## config.mk

```make
export PLATFORM = sky130hd
export DESIGN_NAME = cube_dma_top
export DESIGN_NICKNAME = d
export VERILOG_FILES = /design/src/hw/cube_dma_pkg.sv /design/src/hw/word_fifo.sv /design/src/hw/cube_walker.sv /design/src/hw/row_copy_engine.sv /design/src/hw/cube_dma_top.sv
export SDC_FILE = /design/constraint.sdc
export NUM_CORES = 2
export LEC_CHECK = 0
export ABC_AREA = 0
export BUFFER_PORTS_ARGS = -buffer_cell sky130_fd_sc_hd__clkbuf_2
export CORE_MARGIN = 2
export CORE_UTILIZATION = 40
export CTS_CLUSTER_DIAMETER = 30
export DETAILED_ROUTE_END_ITERATION = 8
export PLACE_DENSITY = 0.57
export SETUP_SLACK_MARGIN = 0.4
export SLEW_MARGIN = 40
export SYNTH_ARGS = -nofsm -noshare
export SYNTH_HDL_FRONTEND = slang
export SYNTH_HIERARCHICAL = 1
export SYNTH_SLANG_ARGS = --single-unit
export TNS_END_PERCENT = 1
```

## constraint.sdc

```tcl
create_clock -name clk -period 7.5 [get_ports clk]
set_input_delay 1.5 -clock clk [delete_from_list [all_inputs] [get_ports clk]]
set_output_delay 1.5 -clock clk [all_outputs]
set_load 0.1 [all_outputs]
```

## src/hw/cube_dma_pkg.sv

```systemverilog
package cube_dma_pkg;

    // Byte address and memory word widths
    localparam int addr_width = 32;
    localparam int data_width = 32;

    // Channel, row, column and offset fields
    localparam int cube_width = 16;

    // Word offset to byte offset
    localparam int word_shift = 2;

    // Read data buffering between the read and write sides
    localparam int fifo_depth = 8;

    // Must hold the value fifo_depth itself
    localparam int fifo_cnt_width = 4;

endpackage

```

## src/hw/word_fifo.sv

```systemverilog
`timescale 1ns/100ps

module word_fifo #(
    parameter int depth = cube_dma_pkg::fifo_depth
) (
    input  logic                                    clk,
    input  logic                                    rst,
    input  logic                                    push,
    input  logic [cube_dma_pkg::data_width-1:0]     push_data,
    input  logic                                    pop,
    output logic [cube_dma_pkg::data_width-1:0]     pop_data,
    output logic                                    full,
    output logic                                    empty,
    output logic [cube_dma_pkg::fifo_cnt_width-1:0] count
);

    logic [cube_dma_pkg::data_width-1:0] mem [depth];
    logic [$clog2(depth)-1:0]            wr_ptr;
    logic [$clog2(depth)-1:0]            rd_ptr;

    // Data array write port
    always_ff @(posedge clk) begin
        if (push) begin
            mem[wr_ptr] <= push_data;
        end
    end

    always_ff @(posedge clk or posedge rst) begin
        if (rst) begin
            wr_ptr <= '0;
            rd_ptr <= '0;
            count  <= '0;
        end else begin
            if (push) begin
                wr_ptr <= (wr_ptr == depth - 1) ? '0 : wr_ptr + 1'b1;
            end
            if (pop) begin
                rd_ptr <= (rd_ptr == depth - 1) ? '0 : rd_ptr + 1'b1;
            end
            case ({push, pop})
                2'b10:   count <= count + 1'b1;
                2'b01:   count <= count - 1'b1;
                default: count <= count;
            endcase
        end
    end

    // Head word shows as soon as it is stored
    assign pop_data = mem[rd_ptr];
    assign full     = (count == depth);
    assign empty    = (count == 0);

    // Reader reserves space before each read, so overflow means a broken reservation
    a_no_push_full: assert property (@(posedge clk) disable iff (rst) !(push && full));
    a_no_pop_empty: assert property (@(posedge clk) disable iff (rst) !(pop && empty));

endmodule

```

## src/hw/cube_walker.sv

```systemverilog
`timescale 1ns/100ps

module cube_walker (
    input  logic                                clk,
    input  logic                                rst,
    input  logic                                start,
    input  logic [cube_dma_pkg::addr_width-1:0] src_base,
    input  logic [cube_dma_pkg::addr_width-1:0] dst_base,
    input  logic [cube_dma_pkg::cube_width-1:0] channel,
    input  logic [cube_dma_pkg::cube_width-1:0] row,
    input  logic [cube_dma_pkg::cube_width-1:0] col,
    input  logic [cube_dma_pkg::cube_width-1:0] channel_offset,
    input  logic [cube_dma_pkg::cube_width-1:0] row_offset,
    input  logic                                desc_ready,
    input  logic                                row_done,
    output logic                                busy,
    output logic                                done,
    output logic                                desc_valid,
    output logic [cube_dma_pkg::addr_width-1:0] desc_src,
    output logic [cube_dma_pkg::addr_width-1:0] desc_dst,
    output logic [cube_dma_pkg::cube_width-1:0] desc_len
);

    // Latched configuration
    logic [cube_dma_pkg::addr_width-1:0] src_base_reg;
    logic [cube_dma_pkg::addr_width-1:0] dst_base_reg;
    logic [cube_dma_pkg::cube_width-1:0] channel_reg;
    logic [cube_dma_pkg::cube_width-1:0] row_reg;
    logic [cube_dma_pkg::cube_width-1:0] col_reg;
    logic [cube_dma_pkg::cube_width-1:0] chan_off_reg;
    logic [cube_dma_pkg::cube_width-1:0] row_off_reg;

    // Widened copies for the stride arithmetic
    logic [cube_dma_pkg::addr_width-1:0] row_ext;
    logic [cube_dma_pkg::addr_width-1:0] col_ext;
    logic [cube_dma_pkg::addr_width-1:0] row_off_ext;
    logic [cube_dma_pkg::addr_width-1:0] chan_off_ext;
    logic [cube_dma_pkg::addr_width-1:0] row_words;
    logic [cube_dma_pkg::addr_width-1:0] chan_words;

    // Byte strides and running channel bases
    logic [cube_dma_pkg::addr_width-1:0] row_step;
    logic [cube_dma_pkg::addr_width-1:0] chan_step;
    logic [cube_dma_pkg::addr_width-1:0] chan_src;
    logic [cube_dma_pkg::addr_width-1:0] chan_dst;

    logic [cube_dma_pkg::cube_width-1:0] row_cnt;
    logic [cube_dma_pkg::cube_width-1:0] chan_cnt;
    logic                                setup;
    logic                                start_ok;
    logic                                zero_dim;
    logic                                last_row;
    logic                                last_chan;

    assign start_ok  = start && !busy;
    assign zero_dim  = (channel_reg == '0) || (row_reg == '0) || (col_reg == '0);
    assign last_row  = (row_cnt == row_reg - 1'b1);
    assign last_chan = (chan_cnt == channel_reg - 1'b1);

    assign row_ext      = {{(cube_dma_pkg::addr_width - cube_dma_pkg::cube_width){1'b0}}, row_reg};
    assign col_ext      = {{(cube_dma_pkg::addr_width - cube_dma_pkg::cube_width){1'b0}}, col_reg};
    assign row_off_ext  = {{(cube_dma_pkg::addr_width - cube_dma_pkg::cube_width){1'b0}},
                           row_off_reg};
    assign chan_off_ext = {{(cube_dma_pkg::addr_width - cube_dma_pkg::cube_width){1'b0}},
                           chan_off_reg};

    // Words per row slot and per channel slot use the only multiply
    assign row_words  = col_ext + row_off_ext;
    assign chan_words = row_ext * row_words + chan_off_ext;

    assign desc_len = col_reg;

    // Setup cycle, descriptor handshake and wait for row completion
    always_ff @(posedge clk or posedge rst) begin
        if (rst) begin
            busy       <= 1'b0;
            setup      <= 1'b0;
            desc_valid <= 1'b0;
            done       <= 1'b0;
            row_cnt    <= '0;
            chan_cnt   <= '0;
        end else begin
            done <= 1'b0;
            if (start_ok) begin
                busy     <= 1'b1;
                setup    <= 1'b1;
                row_cnt  <= '0;
                chan_cnt <= '0;
            end else if (setup) begin
                setup <= 1'b0;
                if (zero_dim) begin
                    busy <= 1'b0;
                    done <= 1'b1;
                end else begin
                    desc_valid <= 1'b1;
                end
            end else if (desc_valid && desc_ready) begin
                desc_valid <= 1'b0;
            end else if (row_done) begin
                if (last_row && last_chan) begin
                    busy <= 1'b0;
                    done <= 1'b1;
                end else begin
                    desc_valid <= 1'b1;
                    if (last_row) begin
                        row_cnt  <= '0;
                        chan_cnt <= chan_cnt + 1'b1;
                    end else begin
                        row_cnt <= row_cnt + 1'b1;
                    end
                end
            end
        end
    end

    always_ff @(posedge clk) begin
        if (start_ok) begin
            src_base_reg <= src_base;
            dst_base_reg <= dst_base;
            channel_reg  <= channel;
            row_reg      <= row;
            col_reg      <= col;
            chan_off_reg <= channel_offset;
            row_off_reg  <= row_offset;
        end
        if (setup) begin
            row_step  <= row_words << cube_dma_pkg::word_shift;
            chan_step <= chan_words << cube_dma_pkg::word_shift;
            desc_src  <= src_base_reg;
            desc_dst  <= dst_base_reg;
            chan_src  <= src_base_reg;
            chan_dst  <= dst_base_reg;
        end else if (busy && row_done) begin
            if (last_row) begin
                // Next channel starts one channel stride past the previous channel base
                chan_src <= chan_src + chan_step;
                chan_dst <= chan_dst + chan_step;
                desc_src <= chan_src + chan_step;
                desc_dst <= chan_dst + chan_step;
            end else begin
                desc_src <= desc_src + row_step;
                desc_dst <= desc_dst + row_step;
            end
        end
    end

    a_desc_stable: assert property (@(posedge clk) disable iff (rst)
        desc_valid && !desc_ready |=> desc_valid && $stable(desc_src) && $stable(desc_dst)
            && $stable(desc_len));

    // Engine completions only while a cube is being walked
    a_no_idle_row_done: assert property (@(posedge clk) disable iff (rst)
        row_done |-> busy && !setup && !desc_valid);

endmodule

```

## src/hw/row_copy_engine.sv

```systemverilog
`timescale 1ns/100ps

module row_copy_engine (
    input  logic                                clk,
    input  logic                                rst,
    input  logic                                desc_valid,
    input  logic [cube_dma_pkg::addr_width-1:0] desc_src,
    input  logic [cube_dma_pkg::addr_width-1:0] desc_dst,
    input  logic [cube_dma_pkg::cube_width-1:0] desc_len,
    input  logic                                rd_ready,
    input  logic                                rd_data_valid,
    input  logic [cube_dma_pkg::data_width-1:0] rd_data,
    input  logic                                wr_ready,
    output logic                                desc_ready,
    output logic                                row_done,
    output logic                                rd_valid,
    output logic [cube_dma_pkg::addr_width-1:0] rd_addr,
    output logic                                wr_valid,
    output logic [cube_dma_pkg::addr_width-1:0] wr_addr,
    output logic [cube_dma_pkg::data_width-1:0] wr_data
);

    logic                                    active;
    logic [cube_dma_pkg::cube_width-1:0]     rd_left;
    logic [cube_dma_pkg::cube_width-1:0]     wr_left;
    logic [cube_dma_pkg::fifo_cnt_width-1:0] outstanding;
    logic [cube_dma_pkg::fifo_cnt_width-1:0] fifo_count;
    logic                                    fifo_empty;
    logic                                    desc_fire;
    logic                                    rd_fire;
    logic                                    wr_fire;
    logic                                    room;

    // One row at a time
    assign desc_ready = !active;
    assign desc_fire  = desc_valid && desc_ready;

    // Every word in the FIFO or still in flight holds a slot
    assign room = (fifo_count + outstanding < cube_dma_pkg::fifo_depth);

    assign rd_valid = active && (rd_left != '0) && room;
    assign rd_fire  = rd_valid && rd_ready;

    assign wr_valid = active && !fifo_empty;
    assign wr_fire  = wr_valid && wr_ready;

    // Last write of the row accepted this cycle
    assign row_done = wr_fire && (wr_left == 1'b1);

    always_ff @(posedge clk or posedge rst) begin
        if (rst) begin
            active      <= 1'b0;
            rd_left     <= '0;
            wr_left     <= '0;
            outstanding <= '0;
        end else begin
            if (desc_fire) begin
                active  <= 1'b1;
                rd_left <= desc_len;
                wr_left <= desc_len;
            end else begin
                if (rd_fire) begin
                    rd_left <= rd_left - 1'b1;
                end
                if (wr_fire) begin
                    wr_left <= wr_left - 1'b1;
                end
                if (row_done) begin
                    active <= 1'b0;
                end
            end
            case ({rd_fire, rd_data_valid})
                2'b10:   outstanding <= outstanding + 1'b1;
                2'b01:   outstanding <= outstanding - 1'b1;
                default: outstanding <= outstanding;
            endcase
        end
    end

    // Address walk through consecutive words
    always_ff @(posedge clk) begin
        if (desc_fire) begin
            rd_addr <= desc_src;
            wr_addr <= desc_dst;
        end else begin
            if (rd_fire) begin
                rd_addr <= rd_addr + (1 << cube_dma_pkg::word_shift);
            end
            if (wr_fire) begin
                wr_addr <= wr_addr + (1 << cube_dma_pkg::word_shift);
            end
        end
    end

    word_fifo #(
        .depth     (cube_dma_pkg::fifo_depth)
    ) u_fifo (
        .clk       (clk),
        .rst       (rst),
        .push      (rd_data_valid),
        .push_data (rd_data),
        .pop       (wr_fire),
        .pop_data  (wr_data),
        .full      (),
        .empty     (fifo_empty),
        .count     (fifo_count)
    );

    // Memory returns only what was asked for
    a_no_stray_data: assert property (@(posedge clk) disable iff (rst)
        rd_data_valid |-> outstanding != '0);

endmodule

```

## src/hw/cube_dma_top.sv

```systemverilog
`timescale 1ns/100ps

module cube_dma_top (
    input  logic                                clk,
    input  logic                                rst,
    input  logic                                start,
    input  logic [cube_dma_pkg::addr_width-1:0] src_base,
    input  logic [cube_dma_pkg::addr_width-1:0] dst_base,
    input  logic [cube_dma_pkg::cube_width-1:0] channel,
    input  logic [cube_dma_pkg::cube_width-1:0] row,
    input  logic [cube_dma_pkg::cube_width-1:0] col,
    input  logic [cube_dma_pkg::cube_width-1:0] channel_offset,
    input  logic [cube_dma_pkg::cube_width-1:0] row_offset,
    input  logic                                rd_ready,
    input  logic                                rd_data_valid,
    input  logic [cube_dma_pkg::data_width-1:0] rd_data,
    input  logic                                wr_ready,
    output logic                                busy,
    output logic                                done,
    output logic                                rd_valid,
    output logic [cube_dma_pkg::addr_width-1:0] rd_addr,
    output logic                                wr_valid,
    output logic [cube_dma_pkg::addr_width-1:0] wr_addr,
    output logic [cube_dma_pkg::data_width-1:0] wr_data
);

    // Row descriptor and completion between walker and engine
    logic                                desc_valid;
    logic                                desc_ready;
    logic [cube_dma_pkg::addr_width-1:0] desc_src;
    logic [cube_dma_pkg::addr_width-1:0] desc_dst;
    logic [cube_dma_pkg::cube_width-1:0] desc_len;
    logic                                row_done;

    cube_walker u_walker (
        .clk            (clk),
        .rst            (rst),
        .start          (start),
        .src_base       (src_base),
        .dst_base       (dst_base),
        .channel        (channel),
        .row            (row),
        .col            (col),
        .channel_offset (channel_offset),
        .row_offset     (row_offset),
        .desc_ready     (desc_ready),
        .row_done       (row_done),
        .busy           (busy),
        .done           (done),
        .desc_valid     (desc_valid),
        .desc_src       (desc_src),
        .desc_dst       (desc_dst),
        .desc_len       (desc_len)
    );

    row_copy_engine u_engine (
        .clk           (clk),
        .rst           (rst),
        .desc_valid    (desc_valid),
        .desc_src      (desc_src),
        .desc_dst      (desc_dst),
        .desc_len      (desc_len),
        .rd_ready      (rd_ready),
        .rd_data_valid (rd_data_valid),
        .rd_data       (rd_data),
        .wr_ready      (wr_ready),
        .desc_ready    (desc_ready),
        .row_done      (row_done),
        .rd_valid      (rd_valid),
        .rd_addr       (rd_addr),
        .wr_valid      (wr_valid),
        .wr_addr       (wr_addr),
        .wr_data       (wr_data)
    );

endmodule

```

==> out/qor.txt <==
DIE AREA - 115200 um^2
Worst setup SP type - flop
Crit end category - flop
GRT Total Usage - 0.2175
Run status - finished with violations
Failing checks - setup timing
Final Cycle Share - 1.013
PortBufs - 281
Leading cell types in the layout, fill and taps excluded - 639 x edfxtp_1, 429 x nand2_1, 378 x inv_1
RSZ-0062 raised after global routing - yes
Crit path time final - 7597 ps
HP Class - reg2reg
Mapped Cells - 3886
Critical R2R Launch - u_walker/desc_len[0]$_DFFE_PP_
Register-to-Register Path Depth - 35
Largest net degree at the start of global routing - 143
Final setup margin - -97.24 ps
Post-Route WL - 124.7 mm
Worst vdd ir - 0.8831 mV
Critical-path top delay cell - fa_1
Clock network latency to the later pin of the worst-skew pair - 780 ps
Worst Min Path Start - u_engine/outstanding[3]$_DFFE_PP0P_
Max-cap check violation count - 0
Crit Path Category - reg2reg
Share of cells above drive strength 1 - 0.2098
Critical R2R Capture - u_walker/chan_step[30]$_DFFE_PP_
Vias - 31440
WHS Endpoint - u_engine/outstanding[3]$_DFFE_PP0P_
CP max FO - 5
Crit-path max cell delay - 560 ps
Clock buffer depth - 3
Clock tree sinks - 722
Final hold vios - 0
Pwr Total - 29090 uW
Final ANT Viol Nets - 0
Final setup vio count - 4
Avg Cell Area, Syn - 11.58 um^2
DRC Markers - 0
Syn. warnings - 6
Clk slew on worst S/H paths - 40 ps
Initial core utilization - 0.4016
Nets - 5019
Max reg flops - 256
Layout area overhead - 24.30%
Hold path depth - 1
Wire per inst - 20.66 um
Die span in x - 339.4 um
Chip Height - 339.4 um
First-pass iteration count of the detailed router - 6
I/O pins - 282
Fill cells - 10050
Leakage - 0.02243 uW
Power per standard cell area - 520.1 nW/um^2
Iteration-0 DRC count of the detailed router - 2208
Via/cell ratio - 5.210
Cell mode on critical path - fa_1
Fin Setup TNS - -235.8 ps
CORE AREA - 112000 um^2
RePlAce Congestion - 0.9062
Max Transition Viols Final - 0
Netlist Area Pre-Place - 45000 um^2
Clk_skew - 43.51 ps
FP Rows - 123
Most common cell after layout, fill and taps aside - edfxtp_1
Worst Max-Slew Pin Slew - 764.2 ps
H-tree depth - 4
Worst Path Required - 8000 ps
First-pass GRT wire length - 192.2 mm
Num CTS Buffers - 181
Multi-input logic area - 21970 um^2
Final instance area - 55930 um^2
Placed cell areas - 49050 um^2
Dpl hpwl - 90.31 mm
GRT Residual Overflow - 0
Flop2flop setup slack - -100 ps
# hold bufs at CTS - 0
Clock root buffer - clkbuf_16
Fmax - 131.6 MHz
Max-slew headroom - 0.4905
Biggest register - u_engine/u_fifo/mem
CP arrival - 8100 ps
Syn nets - 4518
Initial antenna violation count - 2
Clock tree from TritonCTS - done
Number of global-route vias before repair - 32470
Reg area - 21270 um^2
[per-layer routing]
layer  up-vias  track usage  part of all wire  wire, um
met2       860       0.3375              0.45     56420
met1     15590       0.3111              0.47     58300
met4         0      0.06333             0.021      2617
met5         -            0                 0         0
li1      14840            -                 -         -
met3       151      0.04088             0.059      7357
[power breakdown]
part           switching (uW)  internal (uW)
clock network            2490           5660
logic                    8590           6360
registers                 483           5500
[worst max path at each step]
stage	slack [ps]	start	to
6_report	-100	u_walker/desc_len[0]$_DFFE_PP_	u_walker/chan_step[30]$_DFFE_PP_
5_1_grt	-440	u_walker/desc_len[0]$_DFFE_PP_	u_walker/chan_step[30]$_DFFE_PP_
4_1_cts	-100	u_walker/desc_len[0]$_DFFE_PP_	u_walker/chan_step[30]$_DFFE_PP_
3_5_place_dp	-670	u_walker/desc_len[0]$_DFFE_PP_	u_walker/chan_step[31]$_DFFE_PP_
3_3_place_gp	-570	u_walker/desc_len[0]$_DFFE_PP_	u_walker/chan_step[31]$_DFFE_PP_
2_1_floorplan	-550	u_walker/desc_len[0]$_DFFE_PP_	u_walker/chan_step[31]$_DFFE_PP_
[critical path: cells and delay by family, from the launching register on]
family	cells	cell delay, ps
xor gates and xnor gates	2	320
AOI/OAI and AO/OA	12	1920
and+or+nand+nor	4	540
buffers and inverters	8	480
adders and majority gates	9	3720
DFF	1	350
[timing repair]
item / CTS / global route
pin swaps: 47 / 20
endpoints found under the setup margin: 14 / 14
buffers inserted: 11 / 0
gates cloned: 0 / 0
gates resized for setup: 63 / 5
[per-stage QoR]
| stage | utilization | hold slack (ps) | setup WS, ps | std cells |
|---|---|---|---|---|
| after detailed placement | 0.4378 | 469.1 | -669.3 | 5692 |
| after floorplan | - | 448.0 | -553.3 | 3886 |
| after global routing | 0.4992 | 487.2 | -441.0 | 6034 |
| after global placement | 0.4375 | 469.6 | -574.0 | 5691 |
| final | 0.4992 | 487.5 | -97.24 | 6035 |
| after CTS | 0.4988 | 481.1 | -103.9 | 6032 |
[layout make-up]
cell class,instances,share of cell area
inverter,389,0.02624
multi-input combinational,2632,0.3928
antenna,2,0.00008948
tap,1500,0.03356
timing repair buffer,461,0.05096
clock inverter,112,0.03054
sequential,722,0.3804
clock buffer,217,0.08543
Power figures use the tool's default switching activity.
